<file path="src/bmc_pkg.sv">
package bmc_pkg;

  localparam int CHAN_W       = 5;
  localparam int ADC_W        = 12;
  localparam int NUM_CHANNELS = 32;
  localparam int TIMER_W      = 16;

  // Defaults for the top level parameters
  localparam int DEF_NUM_RAILS      = 5;
  localparam int DEF_STEP_WAIT      = 16;
  localparam int DEF_PWR_OK_TIMEOUT = 200;
  localparam int DEF_FIFO_DEPTH     = 4;

  // One ADC conversion
  typedef struct packed {
    logic [CHAN_W-1:0] channel;
    logic [ADC_W-1:0]  result;
  } sample_t;

  // Soft and hard limits of one channel
  typedef struct packed {
    logic [ADC_W-1:0] soft_lo;
    logic [ADC_W-1:0] soft_hi;
    logic [ADC_W-1:0] hard_lo;
    logic [ADC_W-1:0] hard_hi;
  } threshold_t;

  typedef struct packed {
    logic [CHAN_W-1:0] channel;
    threshold_t        limits;
  } thr_write_t;

  typedef enum logic [0:0] {SOFT, HARD} viol_kind_t;

  // One reported violation
  typedef struct packed {
    logic [CHAN_W-1:0] channel;
    logic [ADC_W-1:0]  result;
    viol_kind_t        kind;
  } event_t;

  typedef enum logic [2:0] {
    ST_OFF, ST_ATX_WAIT, ST_RAIL_UP, ST_ON, ST_RAIL_DOWN, ST_FAULT
  } seq_state_t;

  typedef enum logic [1:0] {
    F_NONE, F_PWR_OK_TIMEOUT, F_HARD_VIOL, F_ATX_LOST
  } fault_t;

  typedef struct packed {
    seq_state_t state;
    logic       power_ok;
    fault_t     fault;
  } power_status_t;

  // Limits that no result can violate
  localparam threshold_t THR_FULL_RANGE = '{soft_lo: '0, soft_hi: '1, hard_lo: '0, hard_hi: '1};

endpackage

</file>
<file path="src/credit_fifo.sv">
module credit_fifo #(
  parameter int DEPTH      = bmc_pkg::DEF_FIFO_DEPTH,
  parameter type payload_t = logic [7:0],
  parameter bit CREDIT_OUT = 1'b0
) (
  input  logic                         gclk40,
  input  logic                         hard_reset,
  // Write side
  input  payload_t                     wr_data_i,
  input  logic                         wr_valid_i,
  output logic                         wr_credit_o,
  output logic [$clog2(DEPTH + 1)-1:0] free_o,
  // Read side
  input  logic                         rd_pop_i,
  input  logic                         rd_credit_i,
  output payload_t                     rd_data_o,
  output logic                         rd_valid_o
);

  localparam int PTR_W = (DEPTH > 1) ? $clog2(DEPTH) : 1;
  localparam int CNT_W = $clog2(DEPTH + 1);

  payload_t         mem_q [DEPTH];
  logic [PTR_W-1:0] wr_ptr_q;
  logic [PTR_W-1:0] rd_ptr_q;
  logic [CNT_W-1:0] count_q;
  logic [CNT_W-1:0] credits_q;
  logic             pop;

  // In credit mode the head entry leaves on its own while the consumer holds credits
  assign rd_valid_o = (count_q != '0) && (!CREDIT_OUT || (credits_q != '0));
  assign pop        = rd_valid_o && (CREDIT_OUT || rd_pop_i);
  assign rd_data_o  = mem_q[rd_ptr_q];
  assign free_o     = CNT_W'(DEPTH) - count_q;

  always_ff @(posedge gclk40) begin
    if (wr_valid_i) begin
      mem_q[wr_ptr_q] <= wr_data_i;
    end
  end

  always_ff @(posedge gclk40) begin
    if (!hard_reset) begin
      wr_ptr_q    <= '0;
      rd_ptr_q    <= '0;
      count_q     <= '0;
      credits_q   <= CNT_W'(DEPTH);
      wr_credit_o <= 1'b0;
    end else begin
      if (wr_valid_i) begin
        wr_ptr_q <= (wr_ptr_q == PTR_W'(DEPTH - 1)) ? '0 : wr_ptr_q + 1'b1;
      end
      if (pop) begin
        rd_ptr_q <= (rd_ptr_q == PTR_W'(DEPTH - 1)) ? '0 : rd_ptr_q + 1'b1;
      end
      count_q <= count_q + CNT_W'(wr_valid_i) - CNT_W'(pop);
      if (CREDIT_OUT) begin
        credits_q <= credits_q + CNT_W'(rd_credit_i) - CNT_W'(pop);
      end
      // Each entry that leaves hands one credit back to the writer
      wr_credit_o <= pop;
    end
  end

  a_no_write_when_full: assert property (
    @(posedge gclk40) disable iff (!hard_reset)
    wr_valid_i |-> (count_q != CNT_W'(DEPTH))
  );

  // The consumer never returns more credits than it was given
  a_credit_bound: assert property (
    @(posedge gclk40) disable iff (!hard_reset)
    credits_q <= CNT_W'(DEPTH)
  );

endmodule

</file>
<file path="src/level_checker.sv">
module level_checker #(
  parameter int FIFO_DEPTH = bmc_pkg::DEF_FIFO_DEPTH
) (
  input  logic                              gclk40,
  input  logic                              hard_reset,
  // Samples from the sample FIFO
  input  bmc_pkg::sample_t                  sample_i,
  input  logic                              sample_valid_i,
  output logic                              sample_pop_o,
  // Events towards the event FIFO
  input  logic [$clog2(FIFO_DEPTH + 1)-1:0] event_free_i,
  output bmc_pkg::event_t                   event_o,
  output logic                              event_push_o,
  // Threshold updates
  input  bmc_pkg::thr_write_t               thr_wr_i,
  input  logic                              thr_wr_valid_i,
  // Control
  input  logic                              check_en_i,
  output logic                              hard_viol_o
);

  bmc_pkg::threshold_t thr_table_q [bmc_pkg::NUM_CHANNELS];

  logic                s1_valid_q;
  bmc_pkg::sample_t    s1_sample_q;
  bmc_pkg::threshold_t s1_limits;
  logic                is_hard;
  logic                is_soft;
  logic [1:0]          in_flight;

  // Pop only when the event FIFO has room for every result still in the pipeline plus this one
  assign in_flight    = {1'b0, s1_valid_q} + {1'b0, event_push_o};
  assign sample_pop_o = sample_valid_i && (event_free_i > in_flight);

  always_ff @(posedge gclk40) begin
    if (!hard_reset) begin
      for (int i = 0; i < bmc_pkg::NUM_CHANNELS; i++) begin
        thr_table_q[i] <= bmc_pkg::THR_FULL_RANGE;
      end
    end else if (thr_wr_valid_i) begin
      thr_table_q[thr_wr_i.channel] <= thr_wr_i.limits;
    end
  end

  // Stage 1 holds the sample while its limits are looked up
  always_ff @(posedge gclk40) begin
    if (!hard_reset) begin
      s1_valid_q <= 1'b0;
    end else begin
      s1_valid_q <= sample_pop_o;
    end
  end

  always_ff @(posedge gclk40) begin
    if (sample_pop_o) begin
      s1_sample_q <= sample_i;
    end
  end

  assign s1_limits = thr_table_q[s1_sample_q.channel];

  // Hard limits take priority over soft ones
  assign is_hard = (s1_sample_q.result < s1_limits.hard_lo) ||
                   (s1_sample_q.result > s1_limits.hard_hi);
  assign is_soft = (s1_sample_q.result < s1_limits.soft_lo) ||
                   (s1_sample_q.result > s1_limits.soft_hi);

  // Stage 2 is the event register that feeds the event FIFO
  always_ff @(posedge gclk40) begin
    if (!hard_reset) begin
      event_push_o <= 1'b0;
    end else begin
      event_push_o <= s1_valid_q && check_en_i && (is_hard || is_soft);
    end
  end

  always_ff @(posedge gclk40) begin
    if (s1_valid_q) begin
      event_o.channel <= s1_sample_q.channel;
      event_o.result  <= s1_sample_q.result;
      event_o.kind    <= is_hard ? bmc_pkg::HARD : bmc_pkg::SOFT;
    end
  end

  assign hard_viol_o = event_push_o && (event_o.kind == bmc_pkg::HARD);

  // The pop rule must keep the event FIFO from overflowing
  a_push_has_room: assert property (
    @(posedge gclk40) disable iff (!hard_reset)
    event_push_o |-> (event_free_i != '0)
  );

endmodule

</file>
<file path="src/power_monitor_top.sv">
module power_monitor_top #(
  parameter int NUM_RAILS      = bmc_pkg::DEF_NUM_RAILS,
  parameter int STEP_WAIT      = bmc_pkg::DEF_STEP_WAIT,
  parameter int PWR_OK_TIMEOUT = bmc_pkg::DEF_PWR_OK_TIMEOUT,
  parameter int FIFO_DEPTH     = bmc_pkg::DEF_FIFO_DEPTH
) (
  input  logic                   gclk40,
  input  logic                   hard_reset,
  input  logic                   power_button_i,
  input  logic                   atx_pwr_ok_i,
  input  bmc_pkg::sample_t       sample_i,
  input  logic                   sample_valid_i,
  input  bmc_pkg::thr_write_t    thr_wr_i,
  input  logic                   thr_wr_valid_i,
  input  logic                   event_credit_i,
  output logic                   atx_ps_on_n_o,
  output logic [NUM_RAILS-1:0]   rail_en_o,
  output bmc_pkg::power_status_t status_o,
  output logic                   sample_credit_o,
  output bmc_pkg::event_t        event_o,
  output logic                   event_valid_o
);

  localparam int FREE_W = $clog2(FIFO_DEPTH + 1);

  bmc_pkg::sample_t  fifo_sample;
  logic              fifo_sample_valid;
  logic              sample_pop;
  bmc_pkg::event_t   chk_event;
  logic              event_push;
  logic [FREE_W-1:0] event_free;
  logic              check_en;
  logic              hard_viol;

  // Sample path with credits returned to the ADC source
  credit_fifo #(
    .DEPTH      (FIFO_DEPTH),
    .payload_t  (bmc_pkg::sample_t),
    .CREDIT_OUT (1'b0)
  ) u_sample_fifo (
    .gclk40      (gclk40),
    .hard_reset  (hard_reset),
    .wr_data_i   (sample_i),
    .wr_valid_i  (sample_valid_i),
    .wr_credit_o (sample_credit_o),
    .free_o      (),
    .rd_pop_i    (sample_pop),
    .rd_credit_i (1'b0),
    .rd_data_o   (fifo_sample),
    .rd_valid_o  (fifo_sample_valid)
  );

  level_checker #(
    .FIFO_DEPTH (FIFO_DEPTH)
  ) u_level_checker (
    .gclk40         (gclk40),
    .hard_reset     (hard_reset),
    .sample_i       (fifo_sample),
    .sample_valid_i (fifo_sample_valid),
    .sample_pop_o   (sample_pop),
    .event_free_i   (event_free),
    .event_o        (chk_event),
    .event_push_o   (event_push),
    .thr_wr_i       (thr_wr_i),
    .thr_wr_valid_i (thr_wr_valid_i),
    .check_en_i     (check_en),
    .hard_viol_o    (hard_viol)
  );

  // Event path drained by the consumer's credits
  credit_fifo #(
    .DEPTH      (FIFO_DEPTH),
    .payload_t  (bmc_pkg::event_t),
    .CREDIT_OUT (1'b1)
  ) u_event_fifo (
    .gclk40      (gclk40),
    .hard_reset  (hard_reset),
    .wr_data_i   (chk_event),
    .wr_valid_i  (event_push),
    .wr_credit_o (),
    .free_o      (event_free),
    .rd_pop_i    (1'b0),
    .rd_credit_i (event_credit_i),
    .rd_data_o   (event_o),
    .rd_valid_o  (event_valid_o)
  );

  power_sequencer #(
    .NUM_RAILS      (NUM_RAILS),
    .STEP_WAIT      (STEP_WAIT),
    .PWR_OK_TIMEOUT (PWR_OK_TIMEOUT)
  ) u_power_sequencer (
    .gclk40         (gclk40),
    .hard_reset     (hard_reset),
    .power_button_i (power_button_i),
    .atx_pwr_ok_i   (atx_pwr_ok_i),
    .hard_viol_i    (hard_viol),
    .atx_ps_on_n_o  (atx_ps_on_n_o),
    .rail_en_o      (rail_en_o),
    .check_en_o     (check_en),
    .status_o       (status_o)
  );

endmodule

</file>
<file path="src/power_sequencer.sv">
module power_sequencer #(
  parameter int NUM_RAILS      = bmc_pkg::DEF_NUM_RAILS,
  parameter int STEP_WAIT      = bmc_pkg::DEF_STEP_WAIT,
  parameter int PWR_OK_TIMEOUT = bmc_pkg::DEF_PWR_OK_TIMEOUT
) (
  input  logic                   gclk40,
  input  logic                   hard_reset,
  input  logic                   power_button_i,
  input  logic                   atx_pwr_ok_i,
  input  logic                   hard_viol_i,
  output logic                   atx_ps_on_n_o,
  output logic [NUM_RAILS-1:0]   rail_en_o,
  output logic                   check_en_o,
  output bmc_pkg::power_status_t status_o
);

  localparam int TW    = bmc_pkg::TIMER_W;
  localparam int IDX_W = $clog2(NUM_RAILS + 1);
  // The FSM acts on the edge after expiry, so each delay is loaded one short
  localparam logic [TW-1:0] STEP_LOAD   = TW'(STEP_WAIT - 1);
  localparam logic [TW-1:0] PWR_OK_LOAD = TW'(PWR_OK_TIMEOUT - 1);

  bmc_pkg::seq_state_t state_q;
  bmc_pkg::fault_t     fault_q;
  logic [IDX_W-1:0]    rail_idx_q;
  logic                timer_load;
  logic [TW-1:0]       timer_value;
  logic                timer_expired;

  seq_timer u_seq_timer (
    .gclk40       (gclk40),
    .hard_reset   (hard_reset),
    .load_i       (timer_load),
    .load_value_i (timer_value),
    .expired_o    (timer_expired)
  );

  always_comb begin
    timer_load  = 1'b0;
    timer_value = STEP_LOAD;
    case (state_q)
      bmc_pkg::ST_OFF, bmc_pkg::ST_FAULT: begin
        timer_load  = power_button_i;
        timer_value = PWR_OK_LOAD;
      end
      bmc_pkg::ST_ATX_WAIT:  timer_load = atx_pwr_ok_i;
      bmc_pkg::ST_RAIL_UP:   timer_load = timer_expired || !atx_pwr_ok_i;
      bmc_pkg::ST_ON:        timer_load = power_button_i || hard_viol_i || !atx_pwr_ok_i;
      bmc_pkg::ST_RAIL_DOWN: timer_load = timer_expired;
      default:               timer_load = 1'b0;
    endcase
  end

  always_ff @(posedge gclk40) begin
    if (!hard_reset) begin
      state_q       <= bmc_pkg::ST_OFF;
      fault_q       <= bmc_pkg::F_NONE;
      rail_idx_q    <= '0;
      rail_en_o     <= '0;
      atx_ps_on_n_o <= 1'b1;
    end else begin
      case (state_q)
        bmc_pkg::ST_OFF, bmc_pkg::ST_FAULT: begin
          if (power_button_i) begin
            atx_ps_on_n_o <= 1'b0;
            fault_q       <= bmc_pkg::F_NONE;
            state_q       <= bmc_pkg::ST_ATX_WAIT;
          end
        end
        bmc_pkg::ST_ATX_WAIT: begin
          if (atx_pwr_ok_i) begin
            rail_idx_q <= '0;
            state_q    <= bmc_pkg::ST_RAIL_UP;
          end else if (timer_expired) begin
            atx_ps_on_n_o <= 1'b1;
            fault_q       <= bmc_pkg::F_PWR_OK_TIMEOUT;
            state_q       <= bmc_pkg::ST_FAULT;
          end
        end
        bmc_pkg::ST_RAIL_UP: begin
          if (!atx_pwr_ok_i) begin
            fault_q <= bmc_pkg::F_ATX_LOST;
            state_q <= bmc_pkg::ST_RAIL_DOWN;
          end else if (timer_expired) begin
            // One extra step after the last rail before declaring power good
            if (rail_idx_q == IDX_W'(NUM_RAILS)) begin
              state_q <= bmc_pkg::ST_ON;
            end else begin
              rail_en_o[rail_idx_q] <= 1'b1;
              rail_idx_q            <= rail_idx_q + 1'b1;
            end
          end
        end
        bmc_pkg::ST_ON: begin
          if (hard_viol_i) begin
            fault_q <= bmc_pkg::F_HARD_VIOL;
            state_q <= bmc_pkg::ST_RAIL_DOWN;
          end else if (!atx_pwr_ok_i) begin
            fault_q <= bmc_pkg::F_ATX_LOST;
            state_q <= bmc_pkg::ST_RAIL_DOWN;
          end else if (power_button_i) begin
            state_q <= bmc_pkg::ST_RAIL_DOWN;
          end
        end
        bmc_pkg::ST_RAIL_DOWN: begin
          if (timer_expired) begin
            if (rail_idx_q == '0) begin
              atx_ps_on_n_o <= 1'b1;
              state_q <= (fault_q == bmc_pkg::F_NONE) ? bmc_pkg::ST_OFF : bmc_pkg::ST_FAULT;
            end else begin
              rail_en_o[rail_idx_q - 1'b1] <= 1'b0;
              rail_idx_q                   <= rail_idx_q - 1'b1;
            end
          end
        end
        default: state_q <= bmc_pkg::ST_OFF;
      endcase
    end
  end

  assign check_en_o        = (state_q == bmc_pkg::ST_ON);
  assign status_o.state    = state_q;
  assign status_o.power_ok = (state_q == bmc_pkg::ST_ON);
  assign status_o.fault    = fault_q;

  // Rails are switched strictly in order, so the enables form a run from bit 0
  a_rails_contiguous: assert property (
    @(posedge gclk40) disable iff (!hard_reset)
    ((({1'b0, rail_en_o} + 1'b1) & {1'b0, rail_en_o}) == '0)
  );

  a_on_means_all_up: assert property (
    @(posedge gclk40) disable iff (!hard_reset)
    (state_q == bmc_pkg::ST_ON) |-> ((rail_en_o == '1) && !atx_ps_on_n_o)
  );

endmodule

</file>
<file path="src/seq_timer.sv">
module seq_timer (
  input  logic                        gclk40,
  input  logic                        hard_reset,
  input  logic                        load_i,
  input  logic [bmc_pkg::TIMER_W-1:0] load_value_i,
  output logic                        expired_o
);

  logic [bmc_pkg::TIMER_W-1:0] count_q;

  // Counts down to zero and stays there until the next load
  always_ff @(posedge gclk40) begin
    if (!hard_reset) begin
      count_q <= '0;
    end else if (load_i) begin
      count_q <= load_value_i;
    end else if (count_q != '0) begin
      count_q <= count_q - 1'b1;
    end
  end

  assign expired_o = (count_q == '0);

endmodule

</file>
<file path="config.mk">
export PLATFORM = sky130hd
export DESIGN_NAME = power_monitor_top
export DESIGN_NICKNAME = d
export VERILOG_FILES = /design/src/bmc_pkg.sv /design/src/credit_fifo.sv /design/src/level_checker.sv /design/src/power_monitor_top.sv /design/src/power_sequencer.sv /design/src/seq_timer.sv
export SDC_FILE = /design/constraint.sdc
export NUM_CORES = 2
export LEC_CHECK = 0
export ABC_AREA = 1
export BUFFER_PORTS_ARGS = -buffer_cell sky130_fd_sc_hd__buf_2
export CORE_ASPECT_RATIO = 1.5
export CORE_MARGIN = 3
export CORE_UTILIZATION = 40
export DETAILED_ROUTE_END_ITERATION = 12
export PLACE_DENSITY = 0.64
export SETUP_SLACK_MARGIN = 0.2
export SKIP_LAST_GASP = 1
export SLEW_MARGIN = 20
export SYNTH_ARGS = -nofsm -noshare
export SYNTH_HDL_FRONTEND = slang
export SYNTH_SLANG_ARGS = --single-unit
</file>
<file path="constraint.sdc">
create_clock -name gclk40 -period 10.7 [get_ports gclk40]
set_input_delay 0 -clock gclk40 [delete_from_list [all_inputs] [get_ports gclk40]]
set_output_delay 0 -clock gclk40 [all_outputs]
set_load 0.01 [all_outputs]
</file>
Yosys cells after proc, flatten, opt, wreduce, memory -nomap -nowiden
Memories as Yosys holds them, arrays and structs flattened. A register that Yosys moved wholly into a read port is not among the register bits.
Index checks and enable logic that the tools add are counted.

word-level totals
  memories kept = 3
  bits in writable memories = 1676
  output and inout bits = 32
  bits in registers = 68
  logic and storage cells = 172

memories
  name                         words  bits a word  rd ports  clocked after Yosys merged registers in  write ports  RTL line             source
  u_level_checker.thr_table_q  32     48           1         0                                        32           level_checker.sv:22  bmc_pkg::threshold_t thr_table_q [bmc_pkg::NUM_CHANNELS];
  u_event_fifo.mem_q           4      18           1         1                                        1            credit_fifo.sv:23    payload_t mem_q [DEPTH];
  u_sample_fifo.mem_q          4      17           1         1                                        1            credit_fifo.sv:23

operators by class
  muxes and demuxes = 64
  add/sub/neg operators = 15
  bitwise logic cells = 3
  reductions and logical operators = 35
  eq/ne operators = 24
  magnitude comparators = 9

operators with widths
  operator                                                                 count
  3-bit 2-to-1 mux                                                         18
  48-bit 2-to-1 mux                                                        1
  48-bit OR reduction                                                      1
  16-bit 2-to-1 mux                                                        2
  5-bit 2-to-1 mux                                                         6
  12-bit greater-than comparator                                           2
  12-bit less-than comparator                                              2
  2-bit 2-to-1 mux                                                         11
  1-bit 2-to-1 mux                                                         17
  16-bit zero test                                                         1
  16-bit nonzero test                                                      1
  16-bit by 1-bit subtractor with 16-bit output, second input constant     1
  3-bit one-hot mux with 5 select lines                                    1
  3-bit nonzero test                                                       5
  7-bit AND reduction                                                      2
  2-bit inequality test, second input constant                             6
  6-bit AND reduction                                                      2
  5-bit one-hot mux with 2 select lines                                    1
  3-bit by 1-bit adder with 3-bit output                                   3
  3-bit equality test, second input constant                               3
  3-bit by 2-bit inequality test with 1-bit output, second input constant  3
  3-bit one-hot mux with 3 select lines                                    1
  3-bit by 1-bit subtractor with 3-bit output                              3
  2-bit by 1-bit adder with 2-bit output, second input constant            4
  other kinds (29)                                                         53

Depth between registers and ports, before layout
  word-level depth = 10
  depth in mapped cells = 21
  gate-level depth less buffers = 18

Cells and area by module
A second synthesis with hierarchy kept.

second synthesis, totals
  cells, all modules = 7285
  area, all modules = 78144.9 µm²

modules (own cells, without submodules)
  module                        times used  cells each  area each (µm²)
  level_checker                 1           6367        69211.4
  credit_fifo at u_event_fifo   1           267         3425.8
  credit_fifo at u_sample_fifo  1           266         3234.4
  power_sequencer               1           206         1154.9
  seq_timer                     1           178         1114.8
  power_monitor_top             1           1           3.8

Least setup slack after synthesis
Ideal clock, no wire load.

  kind = flip-flop to flip-flop
  from = register u_level_checker.s1_valid_q
  to = register u_sample_fifo.count_q[2]
  cell stages (with the launch flop) = 15
  setup time = 120 ps
  path slack = 7237 ps
  arrival time = 3343 ps
  buffers on the path = 0
  clock period less this slack = 3463 ps
  required time = 10580 ps
  cells stage by stage = dfxtp_1 > ha_1 > inv_1 > ha_1 > inv_1 > o211ai_1 > o311ai_0 > inv_1 > ha_1 > inv_1 > ha_1 > inv_1 > fa_1 > o21ai_0 > a21oi_1

between the ends
  cells in the longest elaborated chain, start to end = 5

ends and longest elaborated chain
  what                                                      RTL line                 source
  from (decl)                                               level_checker.sv:24      logic s1_valid_q;
  from (signal assigned)                                    level_checker.sv:50      s1_valid_q <= sample_pop_o;
  1-bit by 1-bit adder with 2-bit output                    level_checker.sv:32      assign in_flight = {1'b0, s1_valid_q} + {1'b0, event_push_o};
  3-bit by 2-bit greater-than comparator with 1-bit output  level_checker.sv:33      assign sample_pop_o = sample_valid_i && (event_free_i > in_flight);
  1-bit logical AND                                         level_checker.sv:33
  net sample_pop                                            power_monitor_top.sv:28  logic sample_pop;
  1-bit logical AND                                         credit_fifo.sv:32        assign pop = rd_valid_o && (CREDIT_OUT || rd_pop_i);
  3-bit by 1-bit subtractor with 3-bit output               credit_fifo.sv:56        count_q <= count_q + CNT_W'(wr_valid_i) - CNT_W'(pop);
  to (signal assigned)                                      credit_fifo.sv:56
  to (decl)                                                 credit_fifo.sv:26        logic [CNT_W-1:0] count_q;

The timed path passes the listed nets, and every way through them passes these cells.
A chain may end at the register's enable or synchronous reset.

Worst setup path after layout
  from = register, netlist name u_level_checker.s1_sample_q[12]
  to = register u_level_checker.event_push_o

between the ends
  cells in the longest elaborated chain, start to end = 5
  elaborated cells between the ends (all ways) = 9
  those cells by class = 4 x order compare; 4 x reduce/logical; 1 x memory

ends and longest elaborated chain
  what                                                       RTL line                                  source
  memory read 32 x 48 bit (*)                                n/a
  12-bit less-than comparator, or another cell as far along  level_checker.sv:63                       assign is_hard = (s1_sample_q.result < s1_limits.hard_lo) ||
  1-bit logical OR, on equally long branches                 level_checker.sv:63, level_checker.sv:65
  1-bit logical OR (*)                                       level_checker.sv:73                       event_push_o <= s1_valid_q && check_en_i && (is_hard || is_soft);
  1-bit logical AND (*)                                      level_checker.sv:73
  to (signal assigned)                                       level_checker.sv:73
  to (decl)                                                  level_checker.sv:13                       output logic event_push_o,

Mark *: on every way between the ends. The rest lies on a longest branch, timed or not.

==> flow_summary.json <==
{
  "antenna_found_initial": 13,
  "clockBufferDepth": 3,
  "p_leak_uw": 0.0290,
  "gp_congestion": 0.891,
  "fin_util_pct": 44.9,
  "die_h_um": 543,
  "min_from": "sample_i[13]",
  "crit_fanout": 154,
  "fmax_ghz": 0.165,
  "synthesis.nets": 7212,
  "synth_warnings": 0,
  "holdPathEnd": "u_sample_fifo.mem_q[1][13]$_DFFE_PP_",
  "synth_cell_types": 57,
  "drc_errors": 0,
  "finalHoldViolations": 0,
  "fin_area_um2": 85700,
  "ir_drop_mv": 0.219,
  "async_flop_share_pct": 0,
  "grt_pass1_wl_um": 387000,
  "synth-edff-count": 1711,
  "finalSetupTns_ns": 0,
  "cts_resized": 0,
  "track_usage_pct": 26.8,
  "tightest_slew_ns": 1.30,
  "synth_area_leaders": "edfxtp_1 (67%), nor2_1 (8.5%), o21ai_0 (5.6%)",
  "dp_slack_ns": 5.00,
  "port_buffers": 108,
  "grt_max_degree": 209,
  "ys_ff_latch": 1762,
  "syn2layout_area_growth_pct": 11.3,
  "hp-class": "primary input to register",
  "placed_area_um2": 79600,
  "cp-end-kind": "register",
  "finalMaxSlewViolations": 0,
  "period_share_pct": 56.5,
  "cts.sinks": 1762,
  "fin_nets": 7094,
  "cp.required_ns": 11.39,
  "cts_made_buffers": 167,
  "die-area_um2": 198000,
  "fin_skew_ns": 0.0252,
  "hold_path_depth": 2,
  "drt_iter0_markers": 8096,
  "synth.cell_area_um2": 77000,
  "rsz0062_at_grt": "no",
  "synth.most_common_cell": "nor2_1",
  "pwr_density_cell_nw_per_um2": 256,
  "slew_headroom_pct": 13.1,
  "clockRootBuffer": "clkbuf_16",
  "htree_num_levels": 4,
  "path_clk_slew_ns": 0.06,
  "cap_violations": 0,
  "synth_cells": 7059,
  "core_area_um2": 191000,
  "vias_per_cell": 6.10,
  "synth_ff_type": "edfxtp_1",
  "min_period_ns": 6.05,
  "cts_tree": "yes",
  "synthTopCellsByCount": "nor2_1 (1750), edfxtp_1 (1711), nand2_1 (971), o21ai_0 (868), clkbuf_1 (531)",
  "worstPathArrival_ns": 6.74,
  "drt-total-wl_um": 271000,
  "boundaryPins": 109,
  "wire_per_inst_um": 28.4,
  "ant_nets": 0,
  "synth.avg_cell_area_um2": 10.9,
  "insertion_delay_ns": 0.81,
  "die_w_um": 364,
  "drive_above_1_share_pct": 8.96,
  "setup_ws_ns": 4.65,
  "hpwl_um": 146000,
  "critPathKind": "register to register",
  "startpoint_type": "register",
  "start_util_pct": 40.4,
  "status": "finished clean",
  "nFillCells": 17394,
  "reg2reg_from": "u_level_checker.s1_sample_q[12]$_DFFE_PP_",
  "grt_pass1_vias": 57056,
  "synth.top_cell.area_share_pct": 66.7,
  "setup_viol": 0,
  "drtPass1Iterations": 6,
  "yosys.area.top_type": "edfxtp_1",
  "r2r.worst_path.cells": 17,
  "row_count": 196,
  "gr-total-overflow": 0,
  "r2r-end": "u_level_checker.event_push_o$_SDFF_PN0_",
  "yosysSeqAreaShare_pct": 68.0,
  "vias": 58293,
  "r2r_slack_ns": 4.65
}
==> per-stage QoR <==
step / power (uW) / hold slack, ns / cells
2_1_floorplan: 13100 / 0.0989 / 7059
3_3_place_gp: 15900 / 0.211 / 9165
3_5_place_dp: 16000 / 0.220 / 9165
4_1_cts: 21700 / 0.00466 / 9540
5_1_grt: 22700 / 0.0358 / 9550
6_report: 21900 / 0.0327 / 9560
==> layout make-up <==
type	instances	area [um^2]	share of cell area, %
Sequential cell	1762	52400	61.2
Tap cell	2475	3100	3.61
Inverter	186	726	0.847
Multi-Input combinational cell	4481	21600	25.2
Timing Repair Buffer	343	2630	3.07
Clock buffer	228	4590	5.35
Clock inverter	72	628	0.733
Antenna cell	13	32.5	0.0380
==> worst max-delay path by stage <==
stage | to | slack [ns] | start | cells after the start
after floorplan | u_sample_fifo.count_q[2]$_SDFF_PN0_ | 7.24 | u_level_checker.s1_valid_q$_SDFF_PN0_ | 14
after global placement | u_level_checker.event_push_o$_SDFF_PN0_ | 5.02 | u_level_checker.s1_sample_q[12]$_DFFE_PP_ | 18
after detailed placement | u_level_checker.event_push_o$_SDFF_PN0_ | 5.00 | u_level_checker.s1_sample_q[12]$_DFFE_PP_ | 18
after CTS | u_level_checker.event_push_o$_SDFF_PN0_ | 5.00 | u_level_checker.s1_sample_q[12]$_DFFE_PP_ | 18
after global routing | u_level_checker.event_push_o$_SDFF_PN0_ | 4.47 | u_level_checker.s1_sample_q[12]$_DFFE_PP_ | 17
final | u_level_checker.event_push_o$_SDFF_PN0_ | 4.65 | u_level_checker.s1_sample_q[12]$_DFFE_PP_ | 17
==> cells by family after synthesis <==
logic type      share of synthesized area (%)
buf+inv                                  4.21
flops                                    68.0
simple gates                             14.9
fa+ha+maj                                1.26
compound gates                           11.5
xor+xnor                                0.136
==> sequential cells by signal (all words and copies together) (netlist names), 5 cells and up, named ones only <==
| signal | cells |
|---|---|
| u_event_fifo.mem_q | 72 |
| u_level_checker.event_o | 18 |
| u_level_checker.s1_sample_q | 17 |
| u_level_checker.thr_table_q | 1536 |
| u_power_sequencer.rail_en_o | 5 |
| u_power_sequencer.u_seq_timer.count_q | 16 |
| u_sample_fifo.mem_q | 68 |
==> per-layer routing <==
| layer | share of wire, % | wire [um] | GRT usage [%] |
|---|---|---|---|
| met1 | 33 | 90300 | 30.5 |
| met2 | 47 | 127000 | 43.1 |
| met3 | 11 | 30700 | 6.68 |
| met4 | 8.5 | 23000 | 21.3 |
| met5 | 0.013 | 36 | 0 |
==> critical path, stage by stage (launching register included) <==
cell and delay, ns:
edfxtp_1 0.37, buf_12 0.50, buf_4 0.85, buf_4 0.79, o21ai_0 0.20, o221ai_1 0.23
nand3_1 0.16, a32oi_1 1.02, ha_1 0.31, inv_1 0.04, a21oi_1 0.12, o21ai_0 0.11
a21oi_1 0.18, o211ai_1 0.14, o21ai_0 0.29, nand2_1 0.13, nor2_1 0.14, nor2_1 0.05
==> cells in the final DEF, fill, tap and decap left out, types with 13 or more instances in the layout <==
cell and count:
a31oi_1 42, clkbuf_1 51, clkinv_2 28, inv_1 123
nor3_1 25, nand2_1 939, diode_2 13, dlygate4sd3_1 81
nor2_1 1718, o22ai_1 135, nand3_1 161, buf_4 144
a32o_1 39, ha_1 73, edfxtp_1 1711, o221ai_1 269
dfxtp_1 51, clkbuf_16 174, clkinv_1 35, nand2_2 32
o21ai_0 867, a21oi_1 44, inv_2 48, nor2_2 38
buf_2 107
==> power breakdown <==
group | total (uW) | internal [uW] | switching, uW
clock | 5820 | 3220 | 2600
sequential | 8390 | 8080 | 304
combinational | 7720 | 2070 | 5650
total | 21900 | 13400 | 8550
==> timing repair <==
action	CTS	global route
hold buffers	75	6
buffers inserted	0	0
hold endpoints to repair	1074	130
Power figures use the tool's default switching activity.
